==> config.mk <==
export PLATFORM = sky130hd
export DESIGN_NAME = decoder
export DESIGN_NICKNAME = d
export VERILOG_FILES = /design/src/hdl/ooo_pkg.sv /design/src/hdl/decoder.sv
export VERILOG_INCLUDE_DIRS = /design/src /design/src/hdl
export SDC_FILE = /design/constraint.sdc
export NUM_CORES = 1
export LEC_CHECK = 0
export ABC_AREA = 0
export ABC_CLOCK_PERIOD_IN_PS = 1930
export BUFFER_PORTS_ARGS = -buffer_cell sky130_fd_sc_hd__buf_2
export CAP_MARGIN = 25
export CORE_UTILIZATION = 36
export DETAILED_ROUTE_END_ITERATION = 10
export GPL_ROUTABILITY_DRIVEN = 1
export PLACE_DENSITY = 0.95
export SLEW_MARGIN = 20
export SYNTH_ARGS = -nofsm -noshare
export SYNTH_HDL_FRONTEND = slang
export SYNTH_SLANG_ARGS = --single-unit
==> constraint.sdc <==
create_clock -name vclk -period 1.93
set_input_delay 0.193 -clock vclk [all_inputs]
set_output_delay 0.193 -clock vclk [all_outputs]
set_load 0.01 [all_outputs]
==> src/hdl/ooo_params.svh <==
// Core sizes, Alpha opcode and function encodings, halt status codes
`ifndef OOO_PARAMS_SVH
`define OOO_PARAMS_SVH

`define OOO_XLEN      64
`define OOO_NUM_AR    32
`define OOO_NUM_PR    64
`define OOO_PR_W      6
`define OOO_AR_W      5
`define OOO_ROB_DEPTH 16
`define OOO_ROB_W     4
`define OOO_RS_DEPTH  8
`define OOO_ZERO_REG  5'd31

// Operate format opcodes
`define OOO_OP_PAL  6'h00
`define OOO_OP_INTA 6'h10
`define OOO_OP_INTL 6'h11
`define OOO_OP_INTS 6'h12

`define OOO_FN_ADDQ   7'h20 // INTA
`define OOO_FN_SUBQ   7'h29
`define OOO_FN_CMPEQ  7'h2d
`define OOO_FN_CMPULT 7'h1d
`define OOO_FN_AND    7'h00 // INTL
`define OOO_FN_BIS    7'h20
`define OOO_FN_XOR    7'h40
`define OOO_FN_SLL    7'h39 // INTS
`define OOO_FN_SRL    7'h34

`define OOO_STATUS_W          4
`define OOO_NO_ERROR          4'h0
`define OOO_HALTED_ON_HALT    4'h2
`define OOO_HALTED_ON_ILLEGAL 4'h3

`endif

==> src/hdl/ooo_pkg.sv <==
// Instruction word views, ALU function enum, decoded op, issue, CDB and commit structs
`default_nettype none
`include "ooo_params.svh"

package ooo_pkg;

	// Register form of the operate format
	typedef struct packed {
		logic [5:0] opcode;
		logic [4:0] ra;
		logic [4:0] rb;
		logic [2:0] sbz;
		logic       is_lit;
		logic [6:0] func;
		logic [4:0] rc;
	} opr_reg_t;

	// Literal form with the 8-bit literal in bits 20:13
	typedef struct packed {
		logic [5:0] opcode;
		logic [4:0] ra;
		logic [7:0] lit;
		logic       is_lit;
		logic [6:0] func;
		logic [4:0] rc;
	} opr_lit_t;

	typedef union packed {
		opr_reg_t reg_view;
		opr_lit_t lit_view;
	} alpha_inst_t;

	typedef enum logic [3:0] {
		ALU_ADDQ,
		ALU_SUBQ,
		ALU_CMPEQ,
		ALU_CMPULT,
		ALU_AND,
		ALU_BIS,
		ALU_XOR,
		ALU_SLL,
		ALU_SRL
	} alu_func_t;

	typedef struct packed {
		logic [`OOO_AR_W-1:0] ra_idx;
		logic [`OOO_AR_W-1:0] rb_idx;
		logic [`OOO_AR_W-1:0] dest_idx;
		logic                 use_literal;
		logic [7:0]           literal;
		alu_func_t            func;
		logic                 has_dest;
		logic                 halt;
		logic                 illegal;
	} decoded_t;

	typedef struct packed {
		alu_func_t             func;
		logic [`OOO_PR_W-1:0]  a_tag;
		logic [`OOO_PR_W-1:0]  b_tag;
		logic                  use_literal;
		logic [7:0]            literal;
		logic [`OOO_PR_W-1:0]  dest_tag;
		logic [`OOO_ROB_W-1:0] rob_idx;
	} issue_t;

	typedef struct packed {
		logic                  valid;
		logic [`OOO_PR_W-1:0]  tag;
		logic [`OOO_ROB_W-1:0] rob_idx;
		logic [`OOO_XLEN-1:0]  value;
	} cdb_t;

	typedef struct packed {
		logic                 wr_en;
		logic [`OOO_AR_W-1:0] idx;
		logic [`OOO_XLEN-1:0] data;
	} commit_t;

endpackage

`default_nettype wire

==> src/hdl/decoder.sv <==
// Operate-format decoder for one Alpha instruction word
`default_nettype none
`include "ooo_params.svh"

module decoder (
	input  ooo_pkg::alpha_inst_t inst,
	output ooo_pkg::decoded_t    dec
);

	always_comb begin
		dec = '0;
		dec.ra_idx = inst.reg_view.ra;
		dec.dest_idx = inst.reg_view.rc;
		dec.use_literal = inst.reg_view.is_lit;
		if (inst.reg_view.is_lit) begin
			dec.literal = inst.lit_view.lit;
		end else begin
			dec.rb_idx = inst.reg_view.rb;
			if (inst.reg_view.sbz != 3'b000)
				dec.illegal = 1'b1; // Must-be-zero field
		end

		case (inst.reg_view.opcode)
			`OOO_OP_INTA: case (inst.reg_view.func)
				`OOO_FN_ADDQ:   dec.func = ooo_pkg::ALU_ADDQ;
				`OOO_FN_SUBQ:   dec.func = ooo_pkg::ALU_SUBQ;
				`OOO_FN_CMPEQ:  dec.func = ooo_pkg::ALU_CMPEQ;
				`OOO_FN_CMPULT: dec.func = ooo_pkg::ALU_CMPULT;
				default:        dec.illegal = 1'b1;
			endcase
			`OOO_OP_INTL: case (inst.reg_view.func)
				`OOO_FN_AND: dec.func = ooo_pkg::ALU_AND;
				`OOO_FN_BIS: dec.func = ooo_pkg::ALU_BIS;
				`OOO_FN_XOR: dec.func = ooo_pkg::ALU_XOR;
				default:     dec.illegal = 1'b1;
			endcase
			`OOO_OP_INTS: case (inst.reg_view.func)
				`OOO_FN_SLL: dec.func = ooo_pkg::ALU_SLL;
				`OOO_FN_SRL: dec.func = ooo_pkg::ALU_SRL;
				default:     dec.illegal = 1'b1;
			endcase
			`OOO_OP_PAL: begin
				if (inst == '0)
					dec.halt = 1'b1;
				else
					dec.illegal = 1'b1; // Other PAL calls unsupported
			end
			default: dec.illegal = 1'b1;
		endcase

		// Writes to r31 are discarded
		dec.has_dest = !dec.halt && !dec.illegal && (inst.reg_view.rc != `OOO_ZERO_REG);
	end

endmodule

`default_nettype wire

==> impl_metrics.py, run 1 <==
metrics = {
    "synth": {
        "synth_nets": 114,
        "yosysMostFrequentCell": "buf_4",
        "netlist-cell-type-count": 30,
        "syn_area_um2": 543,
        "ys.warnings.count": 0,
        "yosysSeqAreaShare_pct": 0,
        "netlist_top_cells_area": "buf_4, and2_1, nor2b_1",
        "syn_avg_cell_area_um2": 6.62,
        "netlist_instances": 82,
        "synthTopCellsByCount": "buf_4, and2_1, nor2b_1, nor4_1",
        "yosys.area.top_type": "buf_4",
        "synth_top_area_share_pct": 15.2,
    },
    "clock_network": {
        "cts_setup_buffers": 0,
        "cts_hold_buffers": 0,
    },
    "detailed_routing": {
        "drc_errors": 0,
        "wl_per_cell_um": 11.1,
        "vias": 810,
        "drt-total-wl_um": 1690,
        "drt_iter0_markers": 6,
        "first_pass_iters": 4,
        "ant_nets": 0,
        "routed_via_density": 5.33,
    },
    "critical_path": {
        "startpoint_type": "primary input",
        "required_ps": 1740,
        "crit_chain": "buf_6 -> or4b_4 -> or3_1 -> o32a_1 -> nor4bb_1 -> buf_2",
        "end_kind": "output pin",
        "cp_max_fo": 3,
        "cp_slowest_cell": "or4b_4",
        "worst_path_largest_cell_delay_ps": 540,
        "crit_arrival_ps": 1710,
        "path_delay_family": "simple AND/OR/NAND/NOR gates",
        "crit_type": "in -> out",
        "critPathBufInv": 2,
    },
    "die": {
        "core_um2": 1350,
        "start_util_pct": 40.2,
        "io_pins": 63,
        "die_area_um2": 1670,
        "die_h_um": 40.8,
        "die_x_um": 40.8,
        "std_cell_rows": 13,
    },
    "layout": {
        "syn2layout_area_growth_pct": 55.8,
        "seq_cell_count": 0,
        "register_area_um2": 0,
        "fin_nets": 171,
        "nFillCells": 129,
        "clockBufferCount": 0,
        "drive_gt1_share_pct": 52.6,
        "design_area_um2": 846,
        "n_antenna_cell": 0,
    },
    "global_routing": {
        "grt_usage_pct": 19.9,
        "grt_pass1_wl_um": 2390,
        "antenna_found_initial": 0,
        "grt_pass1_vias": 611,
        "gr-total-overflow": 0,
        "grt_max_degree": 17,
    },
    "pwr": {
        "vdd_drop_max_mv": 0.0971,
        "p_per_area_nw_per_um2": 169,
        "finalPower_mw": 0.143,
        "power_leakage_nw": 0.430,
    },
    "min_path": {
        "min_from": "inst[22]",
        "hold_path_depth": 2,
        "hold_end": "dec[27]",
        "min_path_type": "in -> out",
    },
    "place": {
        "dp_hpwl_um": 1470,
        "port_buffers": 63,
        "dp_slack_ps": -46.4,
        "dpl_cell_area_um2": 821,
        "place.gp.congestion": 0.792,
    },
    "timing": {
        "slew_viol_final": 0,
        "tightest_slew_ps": 342,
        "hold_slack_ps": 587,
        "post-route-period-util_pct": 98.6,
        "finalSetupViolCount": 0,
        "fin_ws_ps": 27.2,
        "fin_crit_ps": 1900,
        "hold_viol": 0,
        "fmax_mhz": 526,
        "rsz0062_at_grt": "yes",
        "maxSlewHeadroom_pct": 77.0,
    },
    "status": {
        "status": "finished clean",
    },
    "job": {
        "maxCapViolCount": 0,
    },
}
[where the power goes]
part	total [mW]	leakage, nW	switching [mW]	internal, mW
combinational	0.143	0.430	0.0720	0.0707
clock	0	0	0	0
sequential	0	0	0	0
total	0.143	0.430	0.0720	0.0707
[cells in the final DEF, fill, tap and decap left out, drive strengths merged, types with 3 or more instances in the layout]
master and count:
buf 67, nor3 3, inv 4, o21ai 4
nand4 3, nand2 3, nor2b 6, nor4 6
or3 5, and2 9, nor2 5
[how the worst max path moves through the flow]
stage                     endpoint  slack [ps]  cells after the start     start
after floorplan             dec[2]         180                      4   inst[5]
after detailed placement    dec[2]         -50                      6  inst[29]
after global placement      dec[2]         -40                      6  inst[29]
after CTS                   dec[2]           9                      6  inst[29]
after global routing        dec[2]         -20                      6  inst[29]
final                       dec[2]          30                      6  inst[29]
[routing by layer]
| layer | global-route usage (%) | wire length [µm] | part of all wire (%) |
|---|---|---|---|
| met4 | 0 | 0 | 0 |
| met5 | 0 | 0 | 0 |
| met2 | 38.3 | 842 | 50 |
| met1 | 25.6 | 725 | 43 |
| met3 | 0 | 121 | 7.2 |
[layout make-up]
cell class         instances  area (µm²)  share of cell area (%)
multi-input cells         66         454                    53.7
repair buffers            67         358                    42.3
well taps                 15        18.8                    2.22
inverters                  4        15.0                    1.78
[what timing repair did]
action | CTS | global route
setup endpoints to repair | 2 | 4
resized for setup | 1 | 4
pin swaps | 1 | 1
[cell families (layout without fill, tap and decap cells)]
kind of cell / Yosys count / count (layout) / share of synthesized area (%)
AND/OR/NAND/NOR: 54 / 54 / 64.1
buffers and inverters: 16 / 71 / 18.7
AO/OA/AOI/OAI: 10 / 10 / 13.8
adder cells (fa/ha/maj): 1 / 1 / 1.84
XOR/XNOR: 1 / 1 / 1.61
[metrics by stage]
| stage | utilization [%] | TNS (ps) | cells |
|---|---|---|---|
| final | 62.7 | 0 | 152 |
| after global routing | 62.7 | -21.6 | 152 |
| after CTS | 60.9 | 0 | 152 |
| after detailed placement | 60.8 | -76.6 | 152 |
| after global placement | 60.8 | -38.9 | 152 |
| after floorplan | - | 0 | 82 |
Power figures use the tool's default switching activity.
==> inputs of run 2 (changes only) <==
Settings changed: SETUP_SLACK_MARGIN from default to 0.4.
==> run 2 against run 1 <==
  * The flow now finishes with violations (negative setup slack)
  * Power is 22% higher
  * Critical path depth stayed put
  * Largest power group unchanged
  * Global-route usage is 6.5 points higher
  * Cell count is 4.6% higher
  * Critical endpoint unchanged
  * Combinational power is 22% higher
==> impl_metrics.py, run 2 (synthesized netlist as in run 1, its figures left out) <==
metrics = {
    "status": {
        "status": "finished with violations",
        "violations": "negative setup slack",
    },
    "die": {
        "die_area_um2": 1670,
        "die_h_um": 40.8,
        "die_x_um": 40.8,
        "std_cell_rows": 13,
        "core_um2": 1350,
        "start_util_pct": 40.2,
        "io_pins": 63,
    },
    "pwr": {
        "finalPower_mw": 0.174,
        "vdd_drop_max_mv": 0.117,
        "power_leakage_nw": 0.539,
        "p_per_area_nw_per_um2": 166,
    },
    "global_routing": {
        "grt_pass1_vias": 764,
        "grt_usage_pct": 26.3,
        "gr-total-overflow": 0,
        "grt_pass1_wl_um": 3070,
        "grt_max_degree": 17,
        "antenna_found_initial": 0,
    },
    "detailed_routing": {
        "first_pass_iters": 4,
        "drt_iter0_markers": 11,
        "drc_errors": 0,
        "drt-total-wl_um": 2490,
        "ant_nets": 0,
        "routed_via_density": 5.91,
        "vias": 939,
        "wl_per_cell_um": 15.6,
    },
    "layout": {
        "n_antenna_cell": 0,
        "layout.cells.non_filler": 159,
        "final_cell_mix": "buf_2, buf_4, and2_1",
        "seq_cell_count": 0,
        "fin_nets": 178,
        "nFillCells": 91,
        "register_area_um2": 0,
        "clockBufferCount": 0,
        "layout_commonest_cell": "buf_2",
        "syn2layout_area_growth_pct": 92.6,
        "drive_gt1_share_pct": 62.5,
    },
    "critical_path": {
        "critPathBufInv": 2,
        "cp_slowest_cell": "or4b_4",
        "crit_arrival_ps": 1770,
        "crit_chain": "buf_6 -> or4b_4 -> or3_1 -> o32a_1 -> nor4bb_4 -> buf_2",
        "end_kind": "output pin",
        "required_ps": 1740,
        "path_delay_family": "simple AND/OR/NAND/NOR gates",
        "startpoint_type": "primary input",
        "crit_type": "in -> out",
        "cp_max_fo": 2,
        "worst_path_largest_cell_delay_ps": 520,
    },
    "place": {
        "place.gp.congestion": 0.898,
        "dp_hpwl_um": 1570,
        "port_buffers": 63,
        "place_inst": 154,
    },
    "timing": {
        "tightest_slew_ps": 341,
        "fin_ws_ps": -29.7,
        "hold_viol": 0,
        "finalSetupViolCount": 1,
        "maxSlewHeadroom_pct": 77.1,
        "fmax_mhz": 510,
        "slew_viol_final": 0,
        "fin_crit_ps": 1960,
        "rsz0062_at_grt": "yes",
        "post-route-period-util_pct": 102,
    },
    "job": {
        "maxCapViolCount": 0,
    },
    "clock_network": {
        "cts_hold_buffers": 0,
    },
    "min_path": {
        "min_path_type": "in -> out",
    },
}
[run 2: layout make-up]
| type | instances | area [µm²] | area share (%) |
|---|---|---|---|
| Tap cell | 15 | 18.8 | 1.79 |
| Timing Repair Buffer | 74 | 445 | 42.6 |
| Inverter | 4 | 15.0 | 1.44 |
| Multi-Input combinational cell | 66 | 567 | 54.2 |
[run 2: power breakdown]
| group | leakage (nW) | internal [mW] | switching (mW) |
|---|---|---|---|
| clock network | 0 | 0 | 0 |
| registers | 0 | 0 | 0 |
| logic | 0.539 | 0.0845 | 0.0891 |
[run 2: per-stage QoR]
step | instance area, µm² | utilization (%) | setup WS, ps | setup TNS [ps] | hold WS, ps
3_5_place_dp | 851 | 63.0 | -37.5 | -64.2 | 585
3_3_place_gp | 851 | 63.0 | -11.9 | -11.9 | 587
5_1_grt | 1050 | 77.5 | -66.8 | -71.1 | 593
6_report | 1050 | 77.5 | -29.7 | -29.7 | 587
2_1_floorplan | 558 | - | 260 | 0 | 432
4_1_cts | 971 | 71.9 | -24.0 | -24.0 | 587
[run 2: repair_timing]
action | in CTS | in global routing
gates resized for setup | 23 | 13
setup endpoints to repair | 6 | 7
buffers inserted | 2 | 3
pin swaps | 7 | 6
[run 2: path summary, 6_finish.rpt]
check  startpoint       to  slack [ps]  cells after the start
max      inst[29]   dec[2]         -30                      6
min      inst[24]  dec[29]         590                      2
[run 2: routing by layer]
layer  vias up  GRT usage [%]  share of wire, %
li1        428              -                 -
met1       440           27.2                36
met2        59           53.9                54
met3        12           1.09               7.3
met4         0           9.17               3.0
met5         -              0                 0
==> inputs of run 3 (changes only) <==
Settings changed: SETUP_SLACK_MARGIN 0.4 to 0.2.
==> run 3 against run 2 <==
  * The run still ends with negative setup slack left
  * Critical path depth unchanged
  * Sequential share of layout area stayed put
  * Setup slack got worse by 57 ps
  * First-iteration DRC count rose by 73%
  * Global-route usage shrank 4.2 points
  * Combinational power decreased by 11%
  * Die area did not move
  * Via count shrank 9.3%
  * Non-clock buffer count down 4
  * Core utilization is 9.3 points lower
  * Routed wire length shrank 20%
  * Clock-buffer cell count is the same
  * Critical endpoint unchanged
==> impl_metrics.py, run 3 (synthesized netlist as in run 1, its figures left out) <==
metrics = {
    "global_routing": {
        "grt_pass1_wl_um": 2570,
        "gr-total-overflow": 0,
        "grt_pass1_vias": 626,
        "grt_usage_pct": 22.1,
        "grt_max_degree": 17,
        "antenna_found_initial": 0,
    },
    "die": {
        "die_x_um": 40.8,
        "die_h_um": 40.8,
        "core_um2": 1350,
        "start_util_pct": 40.2,
        "io_pins": 63,
        "std_cell_rows": 13,
        "die_area_um2": 1670,
    },
    "timing": {
        "fmax_mhz": 496,
        "hold_viol": 0,
        "tightest_slew_ps": 428,
        "post-route-period-util_pct": 105,
        "finalSetupViolCount": 1,
        "rsz0062_at_grt": "yes",
        "setup_tns_ps": -87.0,
        "maxSlewHeadroom_pct": 71.4,
        "fin_crit_ps": 2020,
        "slew_viol_final": 0,
        "fin_ws_ps": -87.0,
    },
    "place": {
        "dp_hpwl_um": 1530,
        "dp_slack_ps": -69.2,
        "dpl_cell_area_um2": 842,
        "place_inst": 154,
        "place.gp.congestion": 0.920,
        "port_buffers": 63,
    },
    "status": {
        "violations": "negative setup slack",
        "status": "finished with violations",
    },
    "detailed_routing": {
        "drt_iter0_markers": 19,
        "routed_via_density": 5.50,
        "wl_per_cell_um": 12.9,
        "drt-total-wl_um": 2000,
        "ant_nets": 0,
        "vias": 852,
        "drc_errors": 0,
        "first_pass_iters": 4,
    },
    "layout": {
        "clockBufferCount": 0,
        "drive_gt1_share_pct": 57.1,
        "syn2layout_area_growth_pct": 69.6,
        "n_antenna_cell": 0,
        "layout.cells.non_filler": 155,
        "seq_cell_count": 0,
        "nFillCells": 133,
        "fin_nets": 174,
        "design_area_um2": 921,
        "multi_input_area_um2": 503,
        "final_cell_mix": "buf_2, and2_1, nor2b_1, buf_4",
        "register_area_um2": 0,
        "layout_commonest_cell": "buf_2",
    },
    "critical_path": {
        "required_ps": 1740,
        "critPathCapture": "dec[2]",
        "crit_type": "in -> out",
        "cp_max_fo": 2,
        "startpoint_type": "primary input",
        "critPathLaunch": "inst[5]",
        "end_kind": "output pin",
        "crit_arrival_ps": 1820,
    },
    "pwr": {
        "p_int_mw": 0.0754,
        "pwr-share-comb_pct": 100.0,
        "clkPwrFrac_pct": 0,
        "vdd_drop_max_mv": 0.121,
        "seqPwrFrac_pct": 0,
        "p_switching_mw": 0.0782,
        "p_sw_share_pct": 50.9,
        "finalPower_mw": 0.154,
        "power_leakage_nw": 0.481,
        "p_per_area_nw_per_um2": 167,
    },
    "job": {
        "maxCapViolCount": 0,
    },
    "min_path": {
        "min_path_type": "in -> out",
    },
}
==> run 3: critical path: stages <==
cell	delay, ps
buf_2	100
or3_1	410
a2111oi_1	490
o32a_1	250
nor4bb_2	200
buf_2	170
==> run 3: cell type report <==
cell class / instances / area share (%)
Timing Repair Buffer: 70 / 41.7
Inverter: 4 / 1.63
Tap cell: 15 / 2.04
Multi-Input combinational cell: 66 / 54.6
==> run 3: worst min-delay path by stage <==
stage,from,end,slack (ps),cells after the start
after floorplan,inst[12],dec[22],430,1
after global placement,inst[22],dec[27],590,2
after detailed placement,inst[24],dec[29],590,2
after CTS,inst[22],dec[27],590,2
after global routing,inst[22],dec[27],600,2
final,inst[24],dec[29],590,2
==> run 3: repair_timing <==
| action | CTS | global route |
|---|---|---|
| gates resized for setup | 12 | 4 |
| setup buffers | 1 | 0 |
| hold buffers | 0 | 0 |
| setup endpoints to repair | 6 | 6 |
| pin swaps | 5 | 1 |
==> run 3: stage by stage <==
stage,hold slack [ps],util [%]
floorplan,432,-
finish,589,68.2
detailed placement,589,62.4
CTS,590,66.7
global route,596,68.2
global placement,588,62.4
==> run 3: metal layers <==
metal  track usage [%]  wire length (µm)
met2              46.5              1100
met3             0.543               141
met1              25.0               747
met5                 0                 0
met4                 0                14
==> run 3: power groups by stage <==
stage	clock network, mW	logic (mW)	registers, mW
2_1_floorplan	0	0.0688	0
3_3_place_gp	0	0.135	0
3_5_place_dp	0	0.139	0
4_1_cts	0	0.149	0
5_1_grt	0	0.168	0
6_report	0	0.154	0
